## src/common/snake_display_pkg.sv

```systemverilog
// --------------------------------------------------------------------------
// snake display shared definitions
// tile grid geometry, tile kind codes and RGB565 palette
// host register map, scan counter widths
// tile write and scan position structs
// --------------------------------------------------------------------------
`default_nettype none

package snake_display_pkg;

  // tile grid, 20 x 15 tiles of 32 x 32 pixels
  localparam int GRID_COLS  = 20;
  localparam int GRID_ROWS  = 15;
  localparam int COL_W      = 5;
  localparam int ROW_W      = 4;
  localparam int TILE_SHIFT = 5;

  // tile kinds, codes 5..7 draw as empty
  localparam int KIND_W = 3;
  localparam logic [KIND_W-1:0] KIND_EMPTY = 3'd0;
  localparam logic [KIND_W-1:0] KIND_WALL  = 3'd1;
  localparam logic [KIND_W-1:0] KIND_APPLE = 3'd2;
  localparam logic [KIND_W-1:0] KIND_HEAD  = 3'd3;
  localparam logic [KIND_W-1:0] KIND_BODY  = 3'd4;

  // palette in RGB565
  localparam logic [15:0] PAL_EMPTY = 16'h0000;  // black
  localparam logic [15:0] PAL_WALL  = 16'h8410;  // grey
  localparam logic [15:0] PAL_APPLE = 16'hf800;  // red
  localparam logic [15:0] PAL_HEAD  = 16'hffe0;  // yellow
  localparam logic [15:0] PAL_BODY  = 16'h07e0;  // green

  // host register addresses
  localparam logic [2:0] REG_COL  = 3'd0;
  localparam logic [2:0] REG_ROW  = 3'd1;
  localparam logic [2:0] REG_KIND = 3'd2;

  // scan counter widths
  localparam int HCOUNT_W = 11;
  localparam int VCOUNT_W = 10;

  // one tile write, valid for a single cycle
  typedef struct packed {
    logic              valid;
    logic [COL_W-1:0]  col;
    logic [ROW_W-1:0]  row;
    logic [KIND_W-1:0] kind;
  } tile_write_t;

  // scan position plus decoded sync and active flags
  typedef struct packed {
    logic [HCOUNT_W-1:0] hcount;
    logic [VCOUNT_W-1:0] vcount;
    logic                active;
    logic                hs;
    logic                vs;
    logic                pix_clk;
  } scan_pos_t;

endpackage

`default_nettype wire

```

## src/source/host_regs.sv

```systemverilog
// --------------------------------------------------------------------------
// host register port
// column and row registers, address decode
// range-checked one-cycle tile write on each kind write
// --------------------------------------------------------------------------
`timescale 1ns/1ps
`default_nettype none

module host_regs (
  input  logic                             clk,
  input  logic                             reset,
  input  logic                             chipselect,
  input  logic                             write,
  input  logic [2:0]                       address,
  input  logic [7:0]                       writedata,
  output snake_display_pkg::tile_write_t   tile_wr
);

  import snake_display_pkg::*;

  logic              wr_en;
  logic [COL_W-1:0]  col_q;
  logic [ROW_W-1:0]  row_q;
  logic              in_range;
  logic              wr_valid;
  logic [COL_W-1:0]  wr_col;
  logic [ROW_W-1:0]  wr_row;
  logic [KIND_W-1:0] wr_kind;

  // single-cycle bus write, no wait states
  assign wr_en = chipselect && write;

  // stored coordinates must land inside the grid
  assign in_range = (col_q < COL_W'(GRID_COLS)) && (row_q < ROW_W'(GRID_ROWS));

  // coordinate registers, low bits of the bus word
  always_ff @(posedge clk or posedge reset) begin
    if (reset) begin
      col_q <= '0;
      row_q <= '0;
    end else if (wr_en) begin
      if (address == REG_COL) begin
        col_q <= writedata[COL_W-1:0];
      end
      if (address == REG_ROW) begin
        row_q <= writedata[ROW_W-1:0];
      end
    end
  end

  // tile write strobe, one cycle after the kind write
  always_ff @(posedge clk or posedge reset) begin
    if (reset) begin
      wr_valid <= 1'b0;
    end else begin
      wr_valid <= wr_en && (address == REG_KIND) && in_range;
    end
  end

  // payload follows the strobe
  always_ff @(posedge clk) begin
    wr_col  <= col_q;
    wr_row  <= row_q;
    wr_kind <= writedata[KIND_W-1:0];
  end

  assign tile_wr = '{valid: wr_valid, col: wr_col, row: wr_row, kind: wr_kind};

  a_wr_in_grid: assert property (@(posedge clk) disable iff (reset)
    tile_wr.valid |-> (tile_wr.col < COL_W'(GRID_COLS)) && (tile_wr.row < ROW_W'(GRID_ROWS)));

endmodule

`default_nettype wire

```

## src/source/snake_display.sv

```systemverilog
// --------------------------------------------------------------------------
// snake tile display top level
// scan timing, host registers, tile map and renderer
// --------------------------------------------------------------------------
`timescale 1ns/1ps
`default_nettype none

module snake_display #(
  parameter int H_ACTIVE = 1280,
  parameter int H_FRONT  = 32,
  parameter int H_SYNC   = 192,
  parameter int H_BACK   = 96,
  parameter int V_ACTIVE = 480,
  parameter int V_FRONT  = 10,
  parameter int V_SYNC   = 2,
  parameter int V_BACK   = 33
) (
  input  logic       clk,
  input  logic       reset,
  input  logic [7:0] writedata,
  input  logic       write,
  input  logic       chipselect,
  input  logic [2:0] address,
  output logic [7:0] vga_r,
  output logic [7:0] vga_g,
  output logic [7:0] vga_b,
  output logic       vga_clk,
  output logic       vga_hs,
  output logic       vga_vs,
  output logic       vga_blank_n
);

  import snake_display_pkg::*;

  scan_pos_t         scan;
  tile_write_t       tile_wr;
  logic [COL_W-1:0]  rd_col;
  logic [ROW_W-1:0]  rd_row;
  logic [KIND_W-1:0] rd_kind;

  // scan position generator
  vga_timing #(
    .H_ACTIVE (H_ACTIVE),
    .H_FRONT  (H_FRONT),
    .H_SYNC   (H_SYNC),
    .H_BACK   (H_BACK),
    .V_ACTIVE (V_ACTIVE),
    .V_FRONT  (V_FRONT),
    .V_SYNC   (V_SYNC),
    .V_BACK   (V_BACK)
  ) u_timing (
    .clk   (clk),
    .reset (reset),
    .scan  (scan)
  );

  // host side
  host_regs u_regs (
    .clk        (clk),
    .reset      (reset),
    .chipselect (chipselect),
    .write      (write),
    .address    (address),
    .writedata  (writedata),
    .tile_wr    (tile_wr)
  );

  tile_map u_map (
    .clk     (clk),
    .reset   (reset),
    .tile_wr (tile_wr),
    .rd_col  (rd_col),
    .rd_row  (rd_row),
    .rd_kind (rd_kind)
  );

  // pixel side, outputs two clocks behind scan
  tile_renderer u_render (
    .clk         (clk),
    .reset       (reset),
    .scan        (scan),
    .rd_kind     (rd_kind),
    .rd_col      (rd_col),
    .rd_row      (rd_row),
    .vga_r       (vga_r),
    .vga_g       (vga_g),
    .vga_b       (vga_b),
    .vga_clk     (vga_clk),
    .vga_hs      (vga_hs),
    .vga_vs      (vga_vs),
    .vga_blank_n (vga_blank_n)
  );

endmodule

`default_nettype wire

```

## src/tiles/tile_map.sv

```systemverilog
// --------------------------------------------------------------------------
// tile map, one kind per grid tile
// one synchronous write port, one registered read port
// --------------------------------------------------------------------------
`timescale 1ns/1ps
`default_nettype none

module tile_map (
  input  logic                                     clk,
  input  logic                                     reset,
  input  snake_display_pkg::tile_write_t           tile_wr,
  input  logic [snake_display_pkg::COL_W-1:0]      rd_col,
  input  logic [snake_display_pkg::ROW_W-1:0]      rd_row,
  output logic [snake_display_pkg::KIND_W-1:0]     rd_kind
);

  import snake_display_pkg::*;

  localparam int DEPTH  = GRID_COLS * GRID_ROWS;
  localparam int ADDR_W = $clog2(DEPTH);

  logic [KIND_W-1:0] kinds [DEPTH];
  logic [ADDR_W-1:0] wr_addr;
  logic [ADDR_W-1:0] rd_addr;
  logic              rd_in_grid;

  // row-major index
  assign wr_addr = ADDR_W'(tile_wr.row) * ADDR_W'(GRID_COLS) + ADDR_W'(tile_wr.col);
  assign rd_addr = ADDR_W'(rd_row) * ADDR_W'(GRID_COLS) + ADDR_W'(rd_col);

  // blanking reads can fall outside the grid
  assign rd_in_grid = (rd_col < COL_W'(GRID_COLS)) && (rd_row < ROW_W'(GRID_ROWS));

  // whole map starts empty
  always_ff @(posedge clk or posedge reset) begin
    if (reset) begin
      for (int i = 0; i < DEPTH; i++) begin
        kinds[i] <= KIND_EMPTY;
      end
    end else if (tile_wr.valid) begin
      kinds[wr_addr] <= tile_wr.kind;
    end
  end

  // read data one cycle behind the address
  always_ff @(posedge clk or posedge reset) begin
    if (reset) begin
      rd_kind <= KIND_EMPTY;
    end else begin
      rd_kind <= rd_in_grid ? kinds[rd_addr] : KIND_EMPTY;
    end
  end

  a_no_stray_write: assert property (@(posedge clk) disable iff (reset)
    tile_wr.valid |-> (tile_wr.col < COL_W'(GRID_COLS)) && (tile_wr.row < ROW_W'(GRID_ROWS)));

endmodule

`default_nettype wire

```

## src/tiles/tile_renderer.sv

```systemverilog
// --------------------------------------------------------------------------
// tile renderer, two-stage pixel pipeline
// stage 1 tile address out, sync and active delayed
// stage 2 palette lookup, RGB565 widening, blanking
// --------------------------------------------------------------------------
`timescale 1ns/1ps
`default_nettype none

module tile_renderer (
  input  logic                                   clk,
  input  logic                                   reset,
  input  snake_display_pkg::scan_pos_t           scan,
  input  logic [snake_display_pkg::KIND_W-1:0]   rd_kind,
  output logic [snake_display_pkg::COL_W-1:0]    rd_col,
  output logic [snake_display_pkg::ROW_W-1:0]    rd_row,
  output logic [7:0]                             vga_r,
  output logic [7:0]                             vga_g,
  output logic [7:0]                             vga_b,
  output logic                                   vga_clk,
  output logic                                   vga_hs,
  output logic                                   vga_vs,
  output logic                                   vga_blank_n
);

  import snake_display_pkg::*;

  logic        s1_active;
  logic        s1_hs;
  logic        s1_vs;
  logic        s1_pix_clk;
  logic [15:0] pal;

  // --------------------------------------------------------------------------
  // stage 1
  // --------------------------------------------------------------------------

  // pixel column is hcount/2, so one extra shift
  assign rd_col = scan.hcount[TILE_SHIFT+1 +: COL_W];
  assign rd_row = scan.vcount[TILE_SHIFT +: ROW_W];

  // flags wait here while the map read is in flight
  always_ff @(posedge clk or posedge reset) begin
    if (reset) begin
      s1_active  <= 1'b0;
      s1_hs      <= 1'b0;
      s1_vs      <= 1'b0;
      s1_pix_clk <= 1'b0;
    end else begin
      s1_active  <= scan.active;
      s1_hs      <= scan.hs;
      s1_vs      <= scan.vs;
      s1_pix_clk <= scan.pix_clk;
    end
  end

  // --------------------------------------------------------------------------
  // stage 2
  // --------------------------------------------------------------------------

  // unknown kinds fall through to empty
  always_comb begin
    case (rd_kind)
      KIND_WALL:  pal = PAL_WALL;
      KIND_APPLE: pal = PAL_APPLE;
      KIND_HEAD:  pal = PAL_HEAD;
      KIND_BODY:  pal = PAL_BODY;
      default:    pal = PAL_EMPTY;
    endcase
  end

  // zero-pad each channel on the right, black when blanked
  always_ff @(posedge clk or posedge reset) begin
    if (reset) begin
      vga_r       <= '0;
      vga_g       <= '0;
      vga_b       <= '0;
      vga_clk     <= 1'b0;
      vga_hs      <= 1'b0;
      vga_vs      <= 1'b0;
      vga_blank_n <= 1'b0;
    end else begin
      vga_r       <= s1_active ? {pal[15:11], 3'b000} : 8'h00;
      vga_g       <= s1_active ? {pal[10:5], 2'b00} : 8'h00;
      vga_b       <= s1_active ? {pal[4:0], 3'b000} : 8'h00;
      vga_clk     <= s1_pix_clk;
      vga_hs      <= s1_hs;
      vga_vs      <= s1_vs;
      vga_blank_n <= s1_active;
    end
  end

  a_black_in_blank: assert property (@(posedge clk) disable iff (reset)
    !vga_blank_n |-> ({vga_r, vga_g, vga_b} == 24'h0));

endmodule

`default_nettype wire

```

## src/vga/vga_timing.sv

```systemverilog
// --------------------------------------------------------------------------
// VGA scan timing, 640 x 480 at one pixel every two clocks
// line and frame counters, sync and active decode
// --------------------------------------------------------------------------
`timescale 1ns/1ps
`default_nettype none

module vga_timing #(
  parameter int H_ACTIVE = 1280,
  parameter int H_FRONT  = 32,
  parameter int H_SYNC   = 192,
  parameter int H_BACK   = 96,
  parameter int V_ACTIVE = 480,
  parameter int V_FRONT  = 10,
  parameter int V_SYNC   = 2,
  parameter int V_BACK   = 33
) (
  input  logic                   clk,
  input  logic                   reset,
  output snake_display_pkg::scan_pos_t scan
);

  import snake_display_pkg::*;

  // --------------------------------------------------------------------------
  // bounds derived from the timing parameters
  // --------------------------------------------------------------------------
  localparam logic [HCOUNT_W-1:0] H_LAST   = HCOUNT_W'(H_ACTIVE + H_FRONT + H_SYNC + H_BACK - 1);
  localparam logic [HCOUNT_W-1:0] H_VIS    = HCOUNT_W'(H_ACTIVE);
  localparam logic [HCOUNT_W-1:0] HS_START = HCOUNT_W'(H_ACTIVE + H_FRONT);
  localparam logic [HCOUNT_W-1:0] HS_END   = HCOUNT_W'(H_ACTIVE + H_FRONT + H_SYNC);
  localparam logic [VCOUNT_W-1:0] V_LAST   = VCOUNT_W'(V_ACTIVE + V_FRONT + V_SYNC + V_BACK - 1);
  localparam logic [VCOUNT_W-1:0] V_VIS    = VCOUNT_W'(V_ACTIVE);
  localparam logic [VCOUNT_W-1:0] VS_START = VCOUNT_W'(V_ACTIVE + V_FRONT);
  localparam logic [VCOUNT_W-1:0] VS_END   = VCOUNT_W'(V_ACTIVE + V_FRONT + V_SYNC);

  logic [HCOUNT_W-1:0] hcount;
  logic [VCOUNT_W-1:0] vcount;
  logic                end_of_line;
  logic                end_of_frame;

  assign end_of_line  = (hcount == H_LAST);
  assign end_of_frame = (vcount == V_LAST);

  // pixel counter within a line
  always_ff @(posedge clk or posedge reset) begin
    if (reset) begin
      hcount <= '0;
    end else if (end_of_line) begin
      hcount <= '0;
    end else begin
      hcount <= hcount + 1'b1;
    end
  end

  // line counter, steps once per line end
  always_ff @(posedge clk or posedge reset) begin
    if (reset) begin
      vcount <= '0;
    end else if (end_of_line) begin
      vcount <= end_of_frame ? '0 : vcount + 1'b1;
    end
  end

  // sync pulses active low
  always_comb begin
    scan.hcount  = hcount;
    scan.vcount  = vcount;
    scan.active  = (hcount < H_VIS) && (vcount < V_VIS);
    scan.hs      = !((hcount >= HS_START) && (hcount < HS_END));
    scan.vs      = !((vcount >= VS_START) && (vcount < VS_END));
    scan.pix_clk = hcount[0];
  end

  // horizontal sync pulse must sit inside blanking
  a_hs_in_blank: assert property (@(posedge clk) disable iff (reset)
    scan.active |-> scan.hs);

endmodule

`default_nettype wire
```

## config.mk

```make
export PLATFORM = sky130hd
export DESIGN_NAME = snake_display
export DESIGN_NICKNAME = d
export VERILOG_FILES = /design/src/common/snake_display_pkg.sv /design/src/source/host_regs.sv /design/src/source/snake_display.sv /design/src/tiles/tile_map.sv /design/src/tiles/tile_renderer.sv /design/src/vga/vga_timing.sv
export SDC_FILE = /design/constraint.sdc
export NUM_CORES = 2
export LEC_CHECK = 0
export ABC_AREA = 1
export BUFFER_PORTS_ARGS = -buffer_cell sky130_fd_sc_hd__buf_4
export CAP_MARGIN = 30
export CORE_MARGIN = 10
export CORE_UTILIZATION = 61
export DETAILED_ROUTE_END_ITERATION = 10
export PLACE_DENSITY = 0.75
export REMOVE_ABC_BUFFERS = 1
export SLEW_MARGIN = 20
export SYNTH_ARGS = -nofsm -noshare
export SYNTH_HDL_FRONTEND = slang
export SYNTH_SLANG_ARGS = --single-unit
```

## constraint.sdc

```tcl
create_clock -name clk -period 37.6 [get_ports clk]
set_clock_uncertainty 0.15 [all_clocks]
set_input_delay 5.64 -clock clk [delete_from_list [all_inputs] [get_ports clk]]
set_output_delay 5.64 -clock clk [all_outputs]
set_load 0.05 [all_outputs]
```

**Word-level counts from Yosys, hierarchy flattened**

Cells that the tools add are included.

- Register bits: 978
- Bits in latches: 0
- RAM bits: 0
- Bits in read-only memories: 0
- Bits of input ports: 15
- Output and inout port bits: 28
- Logic and storage cells: 376
- Memories kept: 0

- Add/subtract/negate cells: 4
- Multipliers: 2
- Divide/modulo/power cells: 0
- Magnitude comparators: 13
- Eq/ne operators: 8
- Shift operators: 0
- Mux-type cells: 13
- Bitwise operators: 2
- Reduce and logical (&&, ||, !) cells: 14

Operators by type and width:

| cell | number |
|---|---|
| bitwise mux 900 bit | 1 |
| one-hot mux 16 bit (4 select lines) | 1 |
| binary-select mux 3 bit (select 9 bit) | 1 |
| demux 3 bit (select 9 bit) | 1 |
| 2-to-1 mux 8 bit | 3 |
| < comparator 11 bit, second input constant | 2 |
| >= comparator 10 bit, second input constant | 2 |
| < comparator 10 x 9 -> 1 bit, second input constant | 2 |
| inverter 9 -> 10 bit | 2 |
| adder 9 x 5 -> 9 bit | 2 |
| multiplier 4 x 3 -> 7 bit, second input constant | 2 |
| 2-to-1 mux 3 bit | 4 |
| adder 11 x 1 -> 11 bit, second input constant | 1 |
| == test 11 bit, second input constant | 1 |
| >= comparator 11 bit, second input constant | 1 |
| 2-to-1 mux 11 bit | 1 |
| adder 10 x 1 -> 10 bit, second input constant | 1 |
| == test 10 bit, second input constant | 1 |
| >= comparator 10 x 9 -> 1 bit, second input constant | 1 |
| < comparator 10 x 1 -> 1 bit, second input constant | 1 |
| < comparator 5 bit, second input constant | 2 |
| 2-to-1 mux 10 bit | 1 |
| == test 3 x 2 -> 1 bit, second input constant | 3 |
| logical AND 1 bit | 9 |
| 6 further kinds | 10 |

**Longest topological paths before layout**

- Depth after elaboration: 8
- Mapped depth: 19
- Depth with buffers taken out: 17

**Modules after synthesis**

A second synthesis with hierarchy kept.

- Cell total of the unflattened synthesis: 5604
- Area total of the unflattened synthesis: 44398.8 µm²

Modules (own cells, without submodules):

| module | instances | cells each | area an instance (µm²) | sequential area each (µm²) |
|---|---|---|---|---|
| tile_map | 1 | 5314 | 41811.4 | 22596.7 |
| vga_timing | 1 | 159 | 1243.7 | 525.5 |
| host_regs | 1 | 70 | 724.4 | 490.5 |
| tile_renderer | 1 | 61 | 619.3 | 325.3 |

**Worst setup path before layout**

OpenSTA, ideal clock, no wires.

- Kind: reg-to-output
- Start: register u_render.vga_g[6] (netlist name)
- End: output vga_g[3]
- Data arrival time: 0.941 ns
- Required time: 31.810 ns
- Path slack: 30.869 ns
- Stages on the path, launching flop included: 2
- Path buffers: 1
- Path through: dfrtp_1 buf_4

RTL lines:

| what | line | RTL |
|---|---|---|
| to (decl) | snake_display.sv:25 | `output logic [7:0] vga_g,` |

==> key figures <==
STA
  – Worst Max-Slew Pin Slew: 1025 ps
  – Fin. max-slew vios: 0
  – RSZ-0062 raised after global routing: false
  – Fin. Hold Viols: 0
  – Slew headroom: 31.68%
  – F_max: 121.8 MHz
  – Final Cycle Share: 21.84%
  – Fin crit period: 8213 ps
  – Hold Slack: 203.8 ps
  – Final setup viols: 0
  – Final setup TNS: 0 ps

GRT
  – Met1 Use GR: 40.65%
  – GR Util met2: 45.67%
  – First-pass GRT wire length: 202,800 um
  – Pin count of the biggest net entering global routing: 178
  – Met3 Use GR: 6.458%
  – Vias in the first global route: 36,580
  – GRT Residual Overflow: 0
  – Initial antenna violation count: 1
  – Global Route Usage Sum: 29.57%
  – Gr busiest metal: met2

Clock tree
  – Root buf cell: clkbuf_16
  – CTS clock-pin slew for the worst setup and hold paths: 60 ps
  – Clk_lat worst skew: 670 ps
  – Clk sink count: 959
  – Clock buffer depth: 3
  – Number of buffers created by CTS: 99
  – Hold Buf Count CTS: 0
  – PostCTS Resize Cnt: 0
  – TritonCTS clock tree: built
  – Post-CTS Setup Bufs: 0
  – CTS H-tree depth: 3

Synth
  – Ys flop type: dfrtp_1
  – Yosys warnings: 0
  – Post-Synthesis Cell Area: 44,650 um^2
  – EDFF count, synth: 0
  – Unique masters post-synth: 45
  – Avg Cell Area, Syn: 8.000 um^2
  – Synthesis-stage register bit count: 959
  – Seq/Total Area, Yosys: 53.61%
  – Ys async rst share: 98.75%
  – Post-Synthesis Cells: 5,581

Floorplan
  – Die area: 84,420 um^2
  – # IOs: 43
  – Cell row count: 99
  – Core area: 72,710 um^2
  – Die Ht: 290.6 um
  – Die W: 290.6 um
  – Initial Util: 61.41%

Route
  – Via/cell ratio: 5.933
  – WL/cell: 19.60 um
  – Remaining DRCs: 0
  – First-pass DRT Iterations: 8
  – Routed Antenna Nets: 0
  – DRT iter0 DRCs: 4,760
  – Routed wire length: 127,300 um
  – Vias post-DR: 38,530

Critical path
  – Slowest stage cell, crit path: buf_4
  – Most numerous cell on the critical path: buf_4
  – CP Capture Type: asynchronous set/reset pin
  – Critical Path RT: 38,300 ps
  – Critical Path Source Type: primary input
  – WP data arrival: 8910 ps
  – WP buf/inv: 8
  – CP Class: in2async
  – Largest stage delay on the critical path: 560 ps
  – CP max FO: 112
  – Cell family with most CP delay: buffers and inverters
  – CP cell instances: buf_4, inv_8, buf_4, buf_12, buf_4, buf_12, buf_4, buf_12

Place
  – Port bufs: 27
  – Detailed Place HPWL: 70,810 um
  – Post-DP Area: 45,410 um^2
  – Routability congestion estimate: 0.8627

Flow run
  – Max-Cap Viols: 0

Outcome
  – Outcome: completed

Pwr
  – LEAKAGE: 21.86 nW
  – Worst vdd ir: 0.00004663 V
  – PD cells: 48.12 nW/um^2

Cells and area
  – Area grow syn2layout: 10.03%
  – Share of layout cells above drive strength 1: 8.004%
  – Design area: 49,130 um^2
  – # fillers: 5,930
  – Diodes inserted: 0
  – Most frequent cells in the layout: nand2_1, dfrtp_1, o21ai_0
  – Most common cell after layout, fill and taps aside: nand2_1
  – Net count, final: 5,489

Min path
  – Min-delay worst type: reg2reg
-- worst paths after layout --
path | cells past startpoint | endpoint | slack, ps | from
setup / recovery | 8 | u_map.kinds[63]$_DFFE_PP0P_ | 29390 | reset
hold / removal | 0 | u_render.vga_hs$_DFF_PP0_ | 200 | u_render.s1_hs$_DFF_PP0_
setup reg to reg | 16 | u_map.rd_kind[2]$_DFF_PP0_ | 32190 | u_timing.hcount[6]$_DFF_PP0_
hold reg to reg | 0 | u_render.vga_hs$_DFF_PP0_ | 200 | u_render.s1_hs$_DFF_PP0_
max in group clk | 1 | vga_g[6] | 30510 | u_render.vga_g[6]$_DFF_PP0_
min in group asynchronous | 2 | u_map.kinds[891]$_DFFE_PP0P_ | 4980 | reset
-- stage by stage --
step | power, mW | worst slack (ps) | instances | utilization, %
3_5_place_dp | 1.316 | 28360 | 6302 | 62.46
5_1_grt | 2.433 | 28970 | 6494 | 67.57
6_report | 2.364 | 29390 | 6494 | 67.57
3_3_place_gp | 1.312 | 28070 | 6296 | 62.30
2_1_floorplan | 1.241 | 5177 | 5254 | -
4_1_cts | 2.367 | 29060 | 6486 | 67.32
-- registers in the layout (all words and copies together) (netlist names), 2 cells and up --
register         flops
u_map.kinds        900
u_timing.hcount     11
u_timing.vcount     10
u_regs.col_q         5
u_regs.wr_col        5
u_regs.row_q         4
u_regs.wr_row        4
u_map.rd_kind        3
u_regs.wr_kind       3
u_render.vga_g       2
u_render.vga_r       2
-- where the power goes --
part | switching (mW) | total, mW | internal (mW)
sequential | 0.0149 | 1.07 | 1.06
combinational | 0.180 | 0.230 | 0.0503
clock | 0.424 | 1.06 | 0.638
total | 0.619 | 2.36 | 1.75
-- layout make-up --
type,instances,area [um^2],share of cell area (%)
timing repair buffer,97,957.2,1.948
clock buffer,142,2890,5.883
sequential,959,23950,48.74
multi-input combinational,4163,18950,38.58
inverter,132,540.5,1.100
clock inverter,42,643.1,1.309
tap,959,1200,2.442
-- cells by family after synthesis --
family,after synthesis,share of synthesized area (%)
AO/OA/AOI/OAI,1197,13.79
other,1,0.008399
flip-flops,959,53.61
AND/OR/NAND/NOR,2915,27.11
multiplexers,1,0.02522
XOR/XNOR,16,0.3811
adder cells (fa/ha/maj),22,0.6838
buffers and inverters,470,4.388
-- per-layer routing --
metal / wire length [um] / up-vias
li1: - / 18090
met1: 53740 / 18400
met2: 56890 / 1723
met3: 11720 / 309
met4: 4892 / 2
met5: 12 / -
-- synth_stat cells (2+ instances only) --
library cell	number	area share [%]
nand2_1	2029	17
dfrtp_1	947	53
o21ai_0	546	6.1
nand3_1	476	5.3
o21ai_1	451	5.1
clkbuf_1	237	2.0
nor2_1	223	1.9
a21oi_1	141	1.6
inv_1	128	1.1
nand2_2	111	1.6
buf_1	39	0.33
nor3_1	31	0.35
buf_2	30	0.34
buf_4	22	0.37
ha_1	18	0.50
nor2_4	18	0.45
a22oi_1	15	0.25
dfxtp_1	12	0.54
o211ai_1	12	0.20
xor2_1	12	0.24
buf_6	10	0.25
o221ai_1	10	0.20
a22o_1	7	0.14
o22ai_1	7	0.098
nand4_1	6	0.084
nor4_1	5	0.070
or2_2	5	0.070
fa_1	4	0.18
inv_2	4	0.034
nand2_4	3	0.076
xor2_2	3	0.11
a211oi_1	2	0.034
a32o_1	2	0.045
nand3b_1	2	0.034
nor2_2	2	0.028
nor4_4	2	0.095
No activity file was read; power rests on OpenSTA's default activity.
